$ cat src/logic/mips_pkg.sv
`default_nettype none

package mips_pkg;

    // --------------------------------------------------
    // Basic types
    // --------------------------------------------------
    typedef logic [31:0] word_t;
    typedef logic [4:0]  reg_addr_t;
    typedef logic [1:0]  tcount_t;

    typedef enum logic [5:0] {
        OP_SPECIAL = 6'h00,
        OP_J       = 6'h02,
        OP_JAL     = 6'h03,
        OP_BEQ     = 6'h04,
        OP_BNE     = 6'h05,
        OP_ORI     = 6'h0d,
        OP_LUI     = 6'h0f,
        OP_LW      = 6'h23,
        OP_SW      = 6'h2b
    } opcode_e;

    // R-type function field
    typedef enum logic [5:0] {
        FN_JR   = 6'h08,
        FN_ADDU = 6'h21,
        FN_SUBU = 6'h23,
        FN_AND  = 6'h24,
        FN_OR   = 6'h25,
        FN_SLT  = 6'h2a
    } funct_e;

    typedef enum logic [2:0] {ALU_ADD, ALU_SUB, ALU_AND, ALU_OR, ALU_SLT, ALU_LUI} alu_op_e;
    typedef enum logic [1:0] {NPC_SEQ, NPC_BRANCH, NPC_JUMP, NPC_JREG} npc_sel_e;
    typedef enum logic [1:0] {FWD_NONE, FWD_FROM_E, FWD_FROM_M, FWD_FROM_W} fwd_sel_e;
    typedef enum logic [1:0] {WR_ALU, WR_MEM, WR_PC8} wr_src_e;

    // --------------------------------------------------
    // Control and pipeline registers
    // --------------------------------------------------
    typedef struct packed {
        alu_op_e   alu_op;
        logic      alu_src_imm;
        wr_src_e   wr_src;
        logic      reg_we;
        logic      mem_we;
        reg_addr_t dest;
    } ctrl_t;

    typedef struct packed {
        word_t pc;
        word_t instr;
    } fd_t;

    typedef struct packed {
        word_t     pc;
        word_t     v1;
        word_t     v2;
        word_t     ext;
        reg_addr_t rs;
        reg_addr_t rt;
        ctrl_t     ctrl;
        tcount_t   tnew;
    } de_t;

    // tnew here is still the E-stage count
    typedef struct packed {
        word_t     pc;
        word_t     ao;
        word_t     v2;
        reg_addr_t rt;
        ctrl_t     ctrl;
        tcount_t   tnew;
    } em_t;

    typedef struct packed {
        word_t pc;
        word_t ao;
        word_t rd_data;
        ctrl_t ctrl;
    } mw_t;

    // --------------------------------------------------
    // Hazard timing
    // --------------------------------------------------
    localparam tcount_t TUSE_D    = 2'd0;
    localparam tcount_t TUSE_E    = 2'd1;
    localparam tcount_t TUSE_M    = 2'd2;
    localparam tcount_t TUSE_NONE = 2'd3;

    localparam tcount_t TNEW_PC8 = 2'd0;
    localparam tcount_t TNEW_ALU = 2'd1;
    localparam tcount_t TNEW_MEM = 2'd2;

    localparam word_t NOP_INSTR = 32'h0000_0000;

endpackage

`default_nettype wire

$ cat src/logic/hazard_unit.sv
`timescale 1ns/1ps
`default_nettype none

module hazard_unit
    import mips_pkg::*;
(
    input  reg_addr_t d_rs,
    input  reg_addr_t d_rt,
    input  tcount_t   tuse_rs,
    input  tcount_t   tuse_rt,
    input  de_t       de,
    input  em_t       em,
    input  reg_addr_t w_dest,
    input  logic      w_we,
    output logic      stall,
    output fwd_sel_e  fwd_d_rs,
    output fwd_sel_e  fwd_d_rt,
    output fwd_sel_e  fwd_e_a,
    output fwd_sel_e  fwd_e_b,
    output fwd_sel_e  fwd_m_wd
);

    function automatic logic hit(reg_addr_t src, reg_addr_t dest, logic we);
        return we && (dest != 5'd0) && (dest == src);
    endfunction

    // Nearest writer wins; a writer still computing blocks older ones
    function automatic fwd_sel_e pick(logic e_hit, logic m_hit, logic w_hit,
                                      tcount_t e_tnew, tcount_t m_tnew);
        if (e_hit) begin
            return (e_tnew == 2'd0) ? FWD_FROM_E : FWD_NONE;
        end
        if (m_hit) begin
            return (m_tnew == 2'd0) ? FWD_FROM_M : FWD_NONE;
        end
        return w_hit ? FWD_FROM_W : FWD_NONE;
    endfunction

    tcount_t m_tnew;
    logic    e_hit_rs;
    logic    e_hit_rt;
    logic    m_hit_rs;
    logic    m_hit_rt;

    // One cycle closer to ready once in M
    assign m_tnew = (em.tnew == 2'd0) ? 2'd0 : em.tnew - 2'd1;

    assign e_hit_rs = hit(d_rs, de.ctrl.dest, de.ctrl.reg_we);
    assign e_hit_rt = hit(d_rt, de.ctrl.dest, de.ctrl.reg_we);
    assign m_hit_rs = hit(d_rs, em.ctrl.dest, em.ctrl.reg_we);
    assign m_hit_rt = hit(d_rt, em.ctrl.dest, em.ctrl.reg_we);

    assign stall = (e_hit_rs && (de.tnew > tuse_rs)) || (m_hit_rs && (m_tnew > tuse_rs)) ||
                   (e_hit_rt && (de.tnew > tuse_rt)) || (m_hit_rt && (m_tnew > tuse_rt));

    assign fwd_d_rs = pick(e_hit_rs, m_hit_rs, hit(d_rs, w_dest, w_we), de.tnew, m_tnew);
    assign fwd_d_rt = pick(e_hit_rt, m_hit_rt, hit(d_rt, w_dest, w_we), de.tnew, m_tnew);

    // E operands only see M and W
    assign fwd_e_a = pick(1'b0, hit(de.rs, em.ctrl.dest, em.ctrl.reg_we),
                          hit(de.rs, w_dest, w_we), 2'd0, m_tnew);
    assign fwd_e_b = pick(1'b0, hit(de.rt, em.ctrl.dest, em.ctrl.reg_we),
                          hit(de.rt, w_dest, w_we), 2'd0, m_tnew);

    assign fwd_m_wd = hit(em.rt, w_dest, w_we) ? FWD_FROM_W : FWD_NONE;

endmodule

`default_nettype wire

$ cat config.mk
export PLATFORM = sky130hd
export DESIGN_NAME = hazard_unit
export DESIGN_NICKNAME = d
export VERILOG_FILES = /design/src/logic/mips_pkg.sv /design/src/logic/hazard_unit.sv
export SDC_FILE = /design/constraint.sdc
export NUM_CORES = 1
export LEC_CHECK = 0
export BUFFER_PORTS_ARGS = -buffer_cell sky130_fd_sc_hd__buf_4
export CAP_MARGIN = 10
export CORE_AREA = 2 2 117 119
export DETAILED_ROUTE_END_ITERATION = 12
export DIE_AREA = 0 0 119 121
export GPL_TIMING_DRIVEN = 0
export PLACE_DENSITY_LB_ADDON = 0.1
export REMOVE_ABC_BUFFERS = 1
export SKIP_LAST_GASP = 1
export SLEW_MARGIN = 20
export SYNTH_ARGS = -nofsm -noshare
export SYNTH_HDL_FRONTEND = slang
export SYNTH_SLANG_ARGS = --single-unit
$ cat constraint.sdc
create_clock -name vclk -period 2
set_clock_uncertainty 0.05 [all_clocks]
set_input_delay 0.1 -clock vclk [all_inputs]
set_output_delay 0.1 -clock vclk [all_outputs]
set_load 0.01 [all_outputs]
==> metrics.txt, run 1 <==
status=completed; sequential cell count=0; top cells by area, synth=xnor2_1 31%, xor2_1 15%, ha_1 9.6%; Die X=119 um; GP Congestion=0.681; Ys Warns=0; Clock Power Share=0; Final setup violation count=0; Cell Int Power=0.000163 W; fin crit period=1850 ps; Die H=121 um; CP endpoint kind=output port; Sequential Area=0 um^2; worst hold slack=543 ps; Starting DRT DRC Count=34; Comb power frac=1.000; largest net degree at the start of global routing=7; gr ovfl total=0; vias post-DR=1,075; RSZ-0062 raised after global routing=no; Synth Cell Area=1040 um^2; Post-CTS Hold Buffers=0; syn_area_per_cell=7.66 um^2; Final Max Slew Viols=0; largest fanout on the critical path=5; worst rel slew slack=0.549; top cell type's share of synthesized area=0.311; setup TNS=0 ps; drt pass-1 iters=4; Core Area=13,100 um^2; clk_buf instances=0; area leader, netlist=xnor2_1; most frequent CP cell=buf_4; crit-path max cell delay=580 ps; Power Density=189 nW/um^2; crit-path cells=buf_4, xnor2_1, nand3_1, or4_1, a211o_1, nand4_1, buf_4; NetSw=0.000153 W; Yosys cell types=26; most common cell in the netlist=xnor2_1; max_cap viols=0; Critical Path RT=1850 ps; io pins=300; Worst VDD drop=0.0613 mV; initial antenna violation count=0; Initial Util=0.0797; top cells by count, synth=37 x xnor2_1, 18 x xor2_1, 9 x nand3_1; layout cell share with drive strength beyond 1=0.369; Highest Clock Rate=0.540 GHz; die area=14,400 um^2; WP data arrival=1700 ps; GRT Overall Usage=0.0675; Residual DRC=0; vias in the first global route=1,141; post-synthesis sequential area ratio=0; slowest CP cell=or4_1; CP Launch Type=input pin; worst slew pin tran=670 ps; wire length of the first global-routing pass=7.38 mm; Seq pwr share=0; area grow syn2layout=61.0%; P_leak=0.649 nW; Post-Syn Instances=136; Final period util=0.926; PortBufs=62; Hold Vio Cnt, Final=0; Worst Hold Class=in -> out; nets@finish=486; diodes inserted=0; Via density=2.96; Switching Fraction=0.484; DP HPWL=4.38 mm; Post-DRT Antenna Nets=0; DR WL/cell=13.5 um; Row Count=42; final WL=4.90 mm; critical path type=in -> out
==> placed cells by master, fill, tap and decap left out, drive strengths merged <==
| cell type | n |
|---|---|
| nor4 | 9 |
| or4 | 5 |
| inv | 8 |
| mux2i | 2 |
| a21o | 2 |
| nand3 | 9 |
| a211o | 2 |
| nand2 | 6 |
| nand4 | 3 |
| or2 | 1 |
| buf | 62 |
| a21oi | 8 |
| xor2 | 18 |
| xnor2 | 37 |
| o21ai | 2 |
| and2 | 1 |
| ha | 8 |
| nand2b | 3 |
| nor2 | 1 |
==> layout make-up <==
class	instances	area (um^2)
fillers	1524	11400
inverters	8	30.0
multi-input cells	117	962
well taps	176	220
repair buffers	62	465
==> critical path, delay by kind of cell <==
family                    cells  cell delay, ps
buffers and inverters         2             280
xor gates and xnor gates      1             160
and+or+nand+nor               3             830
AOI/OAI and AO/OA             1             310
==> metal layers <==
layer / wire (um) / vias to the layer above / share of wire / GRT usage
li1: - / 563 / - / -
met1: 2420 / 475 / 0.49 / 0.0974
met2: 2220 / 37 / 0.45 / 0.112
met3: 260 / 0 / 0.053 / 0.0108
met4: 0 / 0 / 0 / 0
met5: 0 / - / 0 / 0
==> stage by stage <==
step	setup WS [ps]	cells	power (W)	utilization	cell area, um^2
after floorplan	473	125	0.000148	-	985
after global placement	30.3	363	0.000325	0.128	1670
after detailed placement	51.9	363	0.000323	0.128	1670
after CTS	40.2	363	0.000325	0.128	1670
after global routing	34.8	363	0.000353	0.128	1680
final	149	363	0.000317	0.128	1680
==> kinds of logic (layout without fill, tap and decap cells) <==
family | after synthesis | after routing | synth area share
xor+xnor | 55 | 55 | 0.462
simple gates | 38 | 38 | 0.245
buf+inv | 19 | 70 | 0.0840
compound gates | 14 | 14 | 0.0936
fa+ha+maj | 8 | 8 | 0.0960
mux | 2 | 2 | 0.0192
==> final timing paths <==
check	end	start	slack, ps	cells after the start
worst max-delay path	stall	em[4]	150	7
worst min-delay path	fwd_m_wd[1]	em[18]	540	5
==> power by group through the flow <==
stage	combinational (W)	clock (W)	sequential, W
after global routing	0.000353	0	0
after global placement	0.000325	0	0
after floorplan	0.000148	0	0
after CTS	0.000325	0	0
final	0.000317	0	0
after detailed placement	0.000323	0	0
==> timing repair <==
item / CTS / global route
resized for setup: 0 / 1
endpoints found under the setup margin: 0 / 3
buffers inserted: 0 / 0
endpoints found under the hold margin: 0 / 0
Note: power is estimated with default switching activity, not from simulation.
==> run 2, diff against run 1 <==
Settings changed: ABC_AREA from default to 1, CORE_AREA 2 2 117 119 to 2 2 115 117, DIE_AREA 0 0 119 121 to 0 0 117 119.
==> run 2 against run 1 <==
  * Worst setup slack improved by 190 ps
  * First-iteration DRC count increased by 38%
  * Sequential share of layout area unchanged
  * Largest power group unchanged
  * Global-route usage increased by 0.73 points
  * Combinational power increased by 6.6%
  * Wire length increased by 6.1%
  * Highest routed layer unchanged
  * Critical path depth increased by 3
  * Synthesized cell count increased by 53%
==> metrics.txt, run 2 <==
CP endpoint kind=output port; Worst VDD drop=0.0881 mV; top cell type's share of synthesized area=0.161; Initial Util=0.0969; met2 WL=2.41 mm; Hold Vio Cnt, Final=0; Multi-input gate area=1010 um^2; crit-path max cell delay=300 ps; DR WL/cell=11.9 um; PortBufs=62; Final period util=0.830; CP Capture Point=stall; most common cell in the netlist=nand2_1; worst rel slew slack=0.742; status=completed; max layer used=met3; Starting DRT DRC Count=47; Post-DRT Antenna Nets=0; area leader, netlist=xnor2_1; gr ovfl total=0; fin crit period=1660 ps; crit-path cells=buf_4, inv_1, or2_2, ha_1, a22oi_1, nand4_1, nand2_1, inv_1, nand2_1, buf_4; crit-path leading delay family=simple AND/OR/NAND/NOR gates; GP Congestion=0.710; postcts setup bufs=0; RSZ-0062 raised after global routing=no; Post-Syn Instances=208; critical path type=in -> out; DP Cell Count=435; Row Count=42; Die X=117 um; area grow syn2layout=46.1%; vias post-DR=1,356; top cells by area, synth=xnor2_1 16%, xor2_1 16%, nand2_1 13%; sequential cell count=0; CP bufs+invs=4; GRT Overall Usage=0.0748; drt pass-1 iters=4; io pins=300; metal3 WL=361 um; Worst Slack Setup Final=341 ps; Power Density=185 nW/um^2; Die H=119 um; nets@finish=558; Synth Cell Area=1250 um^2; vias in the first global route=1,416; slowest CP cell=or2_2; final WL=5.20 mm; worst slew pin tran=383 ps; Sequential Area=0 um^2; Worst Hold Class=in -> out; Final Max Slew Viols=0; largest net degree at the start of global routing=7; Critical Path RT=1850 ps; Final setup violation count=0; commonest cells after routing, fill and taps aside=62 x buf_4, 44 x nand2_1, 26 x inv_1, 23 x xnor2_1, 23 x xor2_1; post-cts resize count=0; Ys Warns=0; final core utilization=0.142; top cells by count, synth=44 x nand2_1, 26 x inv_1, 23 x xnor2_1, 23 x xor2_1, 22 x nor2_1; Highest Clock Rate=0.603 GHz; P_leak=0.925 nW; DP HPWL=4.68 mm; Post-CTS Hold Buffers=0; setup TNS=0 ps; Residual DRC=0; syn_area_per_cell=6.00 um^2; CP Launch Type=input pin; Setup crit start=em[1]; stages on the worst setup path=10; largest fanout on the critical path=4; wire length of the first global-routing pass=8.14 mm; Non-Filler Instances=436; WP data arrival=1510 ps; clk_buf instances=0; Core Area=12,900 um^2; initial antenna violation count=1; pre-CTS setup slack=282 ps; Via density=3.11; routed length on met1=2.43 mm; layout cell share with drive strength beyond 1=0.301; post-synthesis sequential area ratio=0; Yosys cell types=24; most common cell after layout, fill and taps aside=buf_4; Filler Cells Inserted=1,510; die area=13,900 um^2; max_cap viols=0
[run 2: cells by family (layout without fill, tap and decap cells)]
kind of cell	Yosys count	after routing	synth area share
simple gates	102	102	0.370
buf+inv	43	94	0.187
xor+xnor	46	46	0.323
compound gates	9	9	0.0401
other cells	0	1	0
fa+ha+maj	8	8	0.0802
[run 2: worst min path at each step]
stage / startpoint / endpoint / slack (ps) / cells after the start
floorplan: em[1] / fwd_e_a[1] / 280 / 1
global placement: em[17] / fwd_m_wd[1] / 550 / 5
detailed placement: em[17] / fwd_m_wd[0] / 550 / 5
CTS: em[17] / fwd_m_wd[0] / 550 / 5
global route: em[17] / fwd_m_wd[0] / 570 / 5
finish: em[17] / fwd_m_wd[0] / 540 / 5
[run 2: area by class of cell]
cell class         instances  share of cell area
diodes                     1             0.00137
inverters                 32              0.0659
well taps                176               0.121
multi-input cells        165               0.557
repair buffers            62               0.255
[run 2: worst min-delay path: stages]
cell	delay, ps
buf_4	80
xnor2_1	50
nand3_1	60
nor4_1	60
buf_4	140
[run 2: power breakdown]
group	switching, W	internal (W)
Clock	0	0.0000000000670
Combinational	0.000175	0.000163
Sequential	0	0
Total	0.000175	0.000163
[run 2: per-layer routing]
metal,global-route usage,vias to the layer above
met2,0.126,45
li1,-,738
met5,0,-
met1,0.104,573
met4,0,0
met3,0.0163,0
[run 2: metrics by stage]
stage	total power (W)	area, um^2	hold slack (ps)
floorplan	0.000165	1130	280
global placement	0.000348	1820	546
detailed placement	0.000347	1820	547
CTS	0.000349	1820	548
global route	0.000381	1820	570
finish	0.000338	1820	541
==> run 3, diff against run 2 <==
Clock period 2 ns to 1.64 ns, I/O delays scaled along.
==> run 3 against run 2 <==
  * Critical path depth unchanged
  * First-iteration DRC count increased by 2.1%
  * Via count decreased by 0.29%
  * Largest power group unchanged
  * Worst setup slack got worse by 140 ps
  * Count of clock-buffer cells in the layout unchanged
  * Sequential share of layout area unchanged
  * Wire length increased by 0.33%
  * Power increased by 24%
==> metrics.txt, run 3 (synthesis gave the netlist of run 2 again) <==
Worst Slack Setup Final=205 ps; pre-CTS setup slack=-41.8 ps; DR WL/cell=12.0 um; Final period util=0.875; Via density=3.10; RSZ-0062 raised after global routing=no; status=completed; final core utilization=0.143; Worst VDD drop=0.107 mV; crit-path cells=buf_4, inv_2, or2_4, ha_1, a21oi_1, nand3_1, nand2_1, inv_1, nand2_1, buf_4; Initial Util=0.0969; max_cap viols=0; fin crit period=1430 ps; WP data arrival=1300 ps; vias post-DR=1,352; worst slew pin tran=383 ps; largest net degree at the start of global routing=7; DP HPWL=4.68 mm; largest fanout on the critical path=4; Cell Area, Placed=1820 um^2; Post-CTS Hold Buffers=0; layout cell share with drive strength beyond 1=0.313; CP Launch Type=input pin; clk_buf instances=0; Non-Filler Instances=436; CP endpoint kind=output port; P_leak=0.926 nW; drt pass-1 iters=4; Power Density=227 nW/um^2; Filler Cells Inserted=1,509; slowest CP cell=ha_1; Hold Vio Cnt, Final=0; Post-DRT Antenna Nets=0; commonest cells after routing, fill and taps aside=62 x buf_4, 44 x nand2_1, 25 x inv_1, 23 x xnor2_1, 23 x xor2_1; GP Congestion=0.710; Die H=119 um; Sequential Area=0 um^2; vias in the first global route=1,413; Core Area=12,900 um^2; Row Count=42; initial antenna violation count=1; nets@finish=558; gr ovfl total=0; Die X=117 um; Final Max Slew Viols=0; io pins=300; sequential cell count=0; DP Cell Count=435; Critical Path RT=1510 ps; CP bufs+invs=4; crit-path max cell delay=270 ps; post-route cell area=1840 um^2; GRT Overall Usage=0.0748; setup TNS=0 ps; Starting DRT DRC Count=48; Highest Clock Rate=0.697 GHz; Residual DRC=0; die area=13,900 um^2; critical path type=in -> out; crit-path leading delay family=simple AND/OR/NAND/NOR gates; area grow syn2layout=47.7%; final WL=5.22 mm; worst rel slew slack=0.743; wire length of the first global-routing pass=8.14 mm; Worst Hold Class=in -> out; Final setup violation count=0; most common cell after layout, fill and taps aside=buf_4; PortBufs=62
-- run 3: changes by cell type in the layout (fill, tap and decap cells not counted) --
cell,delta
a22oi_1,-1
a22oi_2,+1
ha_1,-1
ha_4,+1
inv_1,-1
inv_2,+1
or2_2,-1
or2_4,+1
-- run 3: repair_timing --
item	CTS	global route
pin swaps	0	2
gates cloned	0	0
endpoints found under the hold margin	0	0
setup endpoints to repair	1	1
setup buffers	0	0
resized for setup	2	2
-- run 3: path summary, 6_finish.rpt --
path	start	end	slack [ps]	depth (start not counted)
max	em[1]	stall	210	10
min	em[17]	fwd_m_wd[0]	500	5
-- run 3: report_power, final --
group	switching [W]	internal, W	total [W]
logic	0.000216	0.000203	0.000419
registers	0	0	0
clock network	0	0.0000000000817	0.0000000000817
total	0.000216	0.000203	0.000419
-- run 3: layout make-up --
class / count / area (um^2) / share of cell area
Antenna cell: 1 / 2.50 / 0.00136
Inverter: 32 / 120 / 0.0652
Multi-Input combinational cell: 165 / 1030 / 0.561
Tap cell: 176 / 220 / 0.119
Timing Repair Buffer: 62 / 465 / 0.253
-- run 3: per-stage QoR --
step | hold WS, ps | power (W)
final | 505 | 0.000419
after global routing | 534 | 0.000473
after CTS | 512 | 0.000429
after detailed placement | 511 | 0.000424
after global placement | 510 | 0.000424
after floorplan | 244 | 0.000202
-- run 3: per-layer routing --
layer	vias up	wire length, um	global-route usage
li1	739	-	-
met1	575	2440	0.104
met2	38	2430	0.126
met3	0	348	0.0163
met4	0	0	0
met5	-	0	0
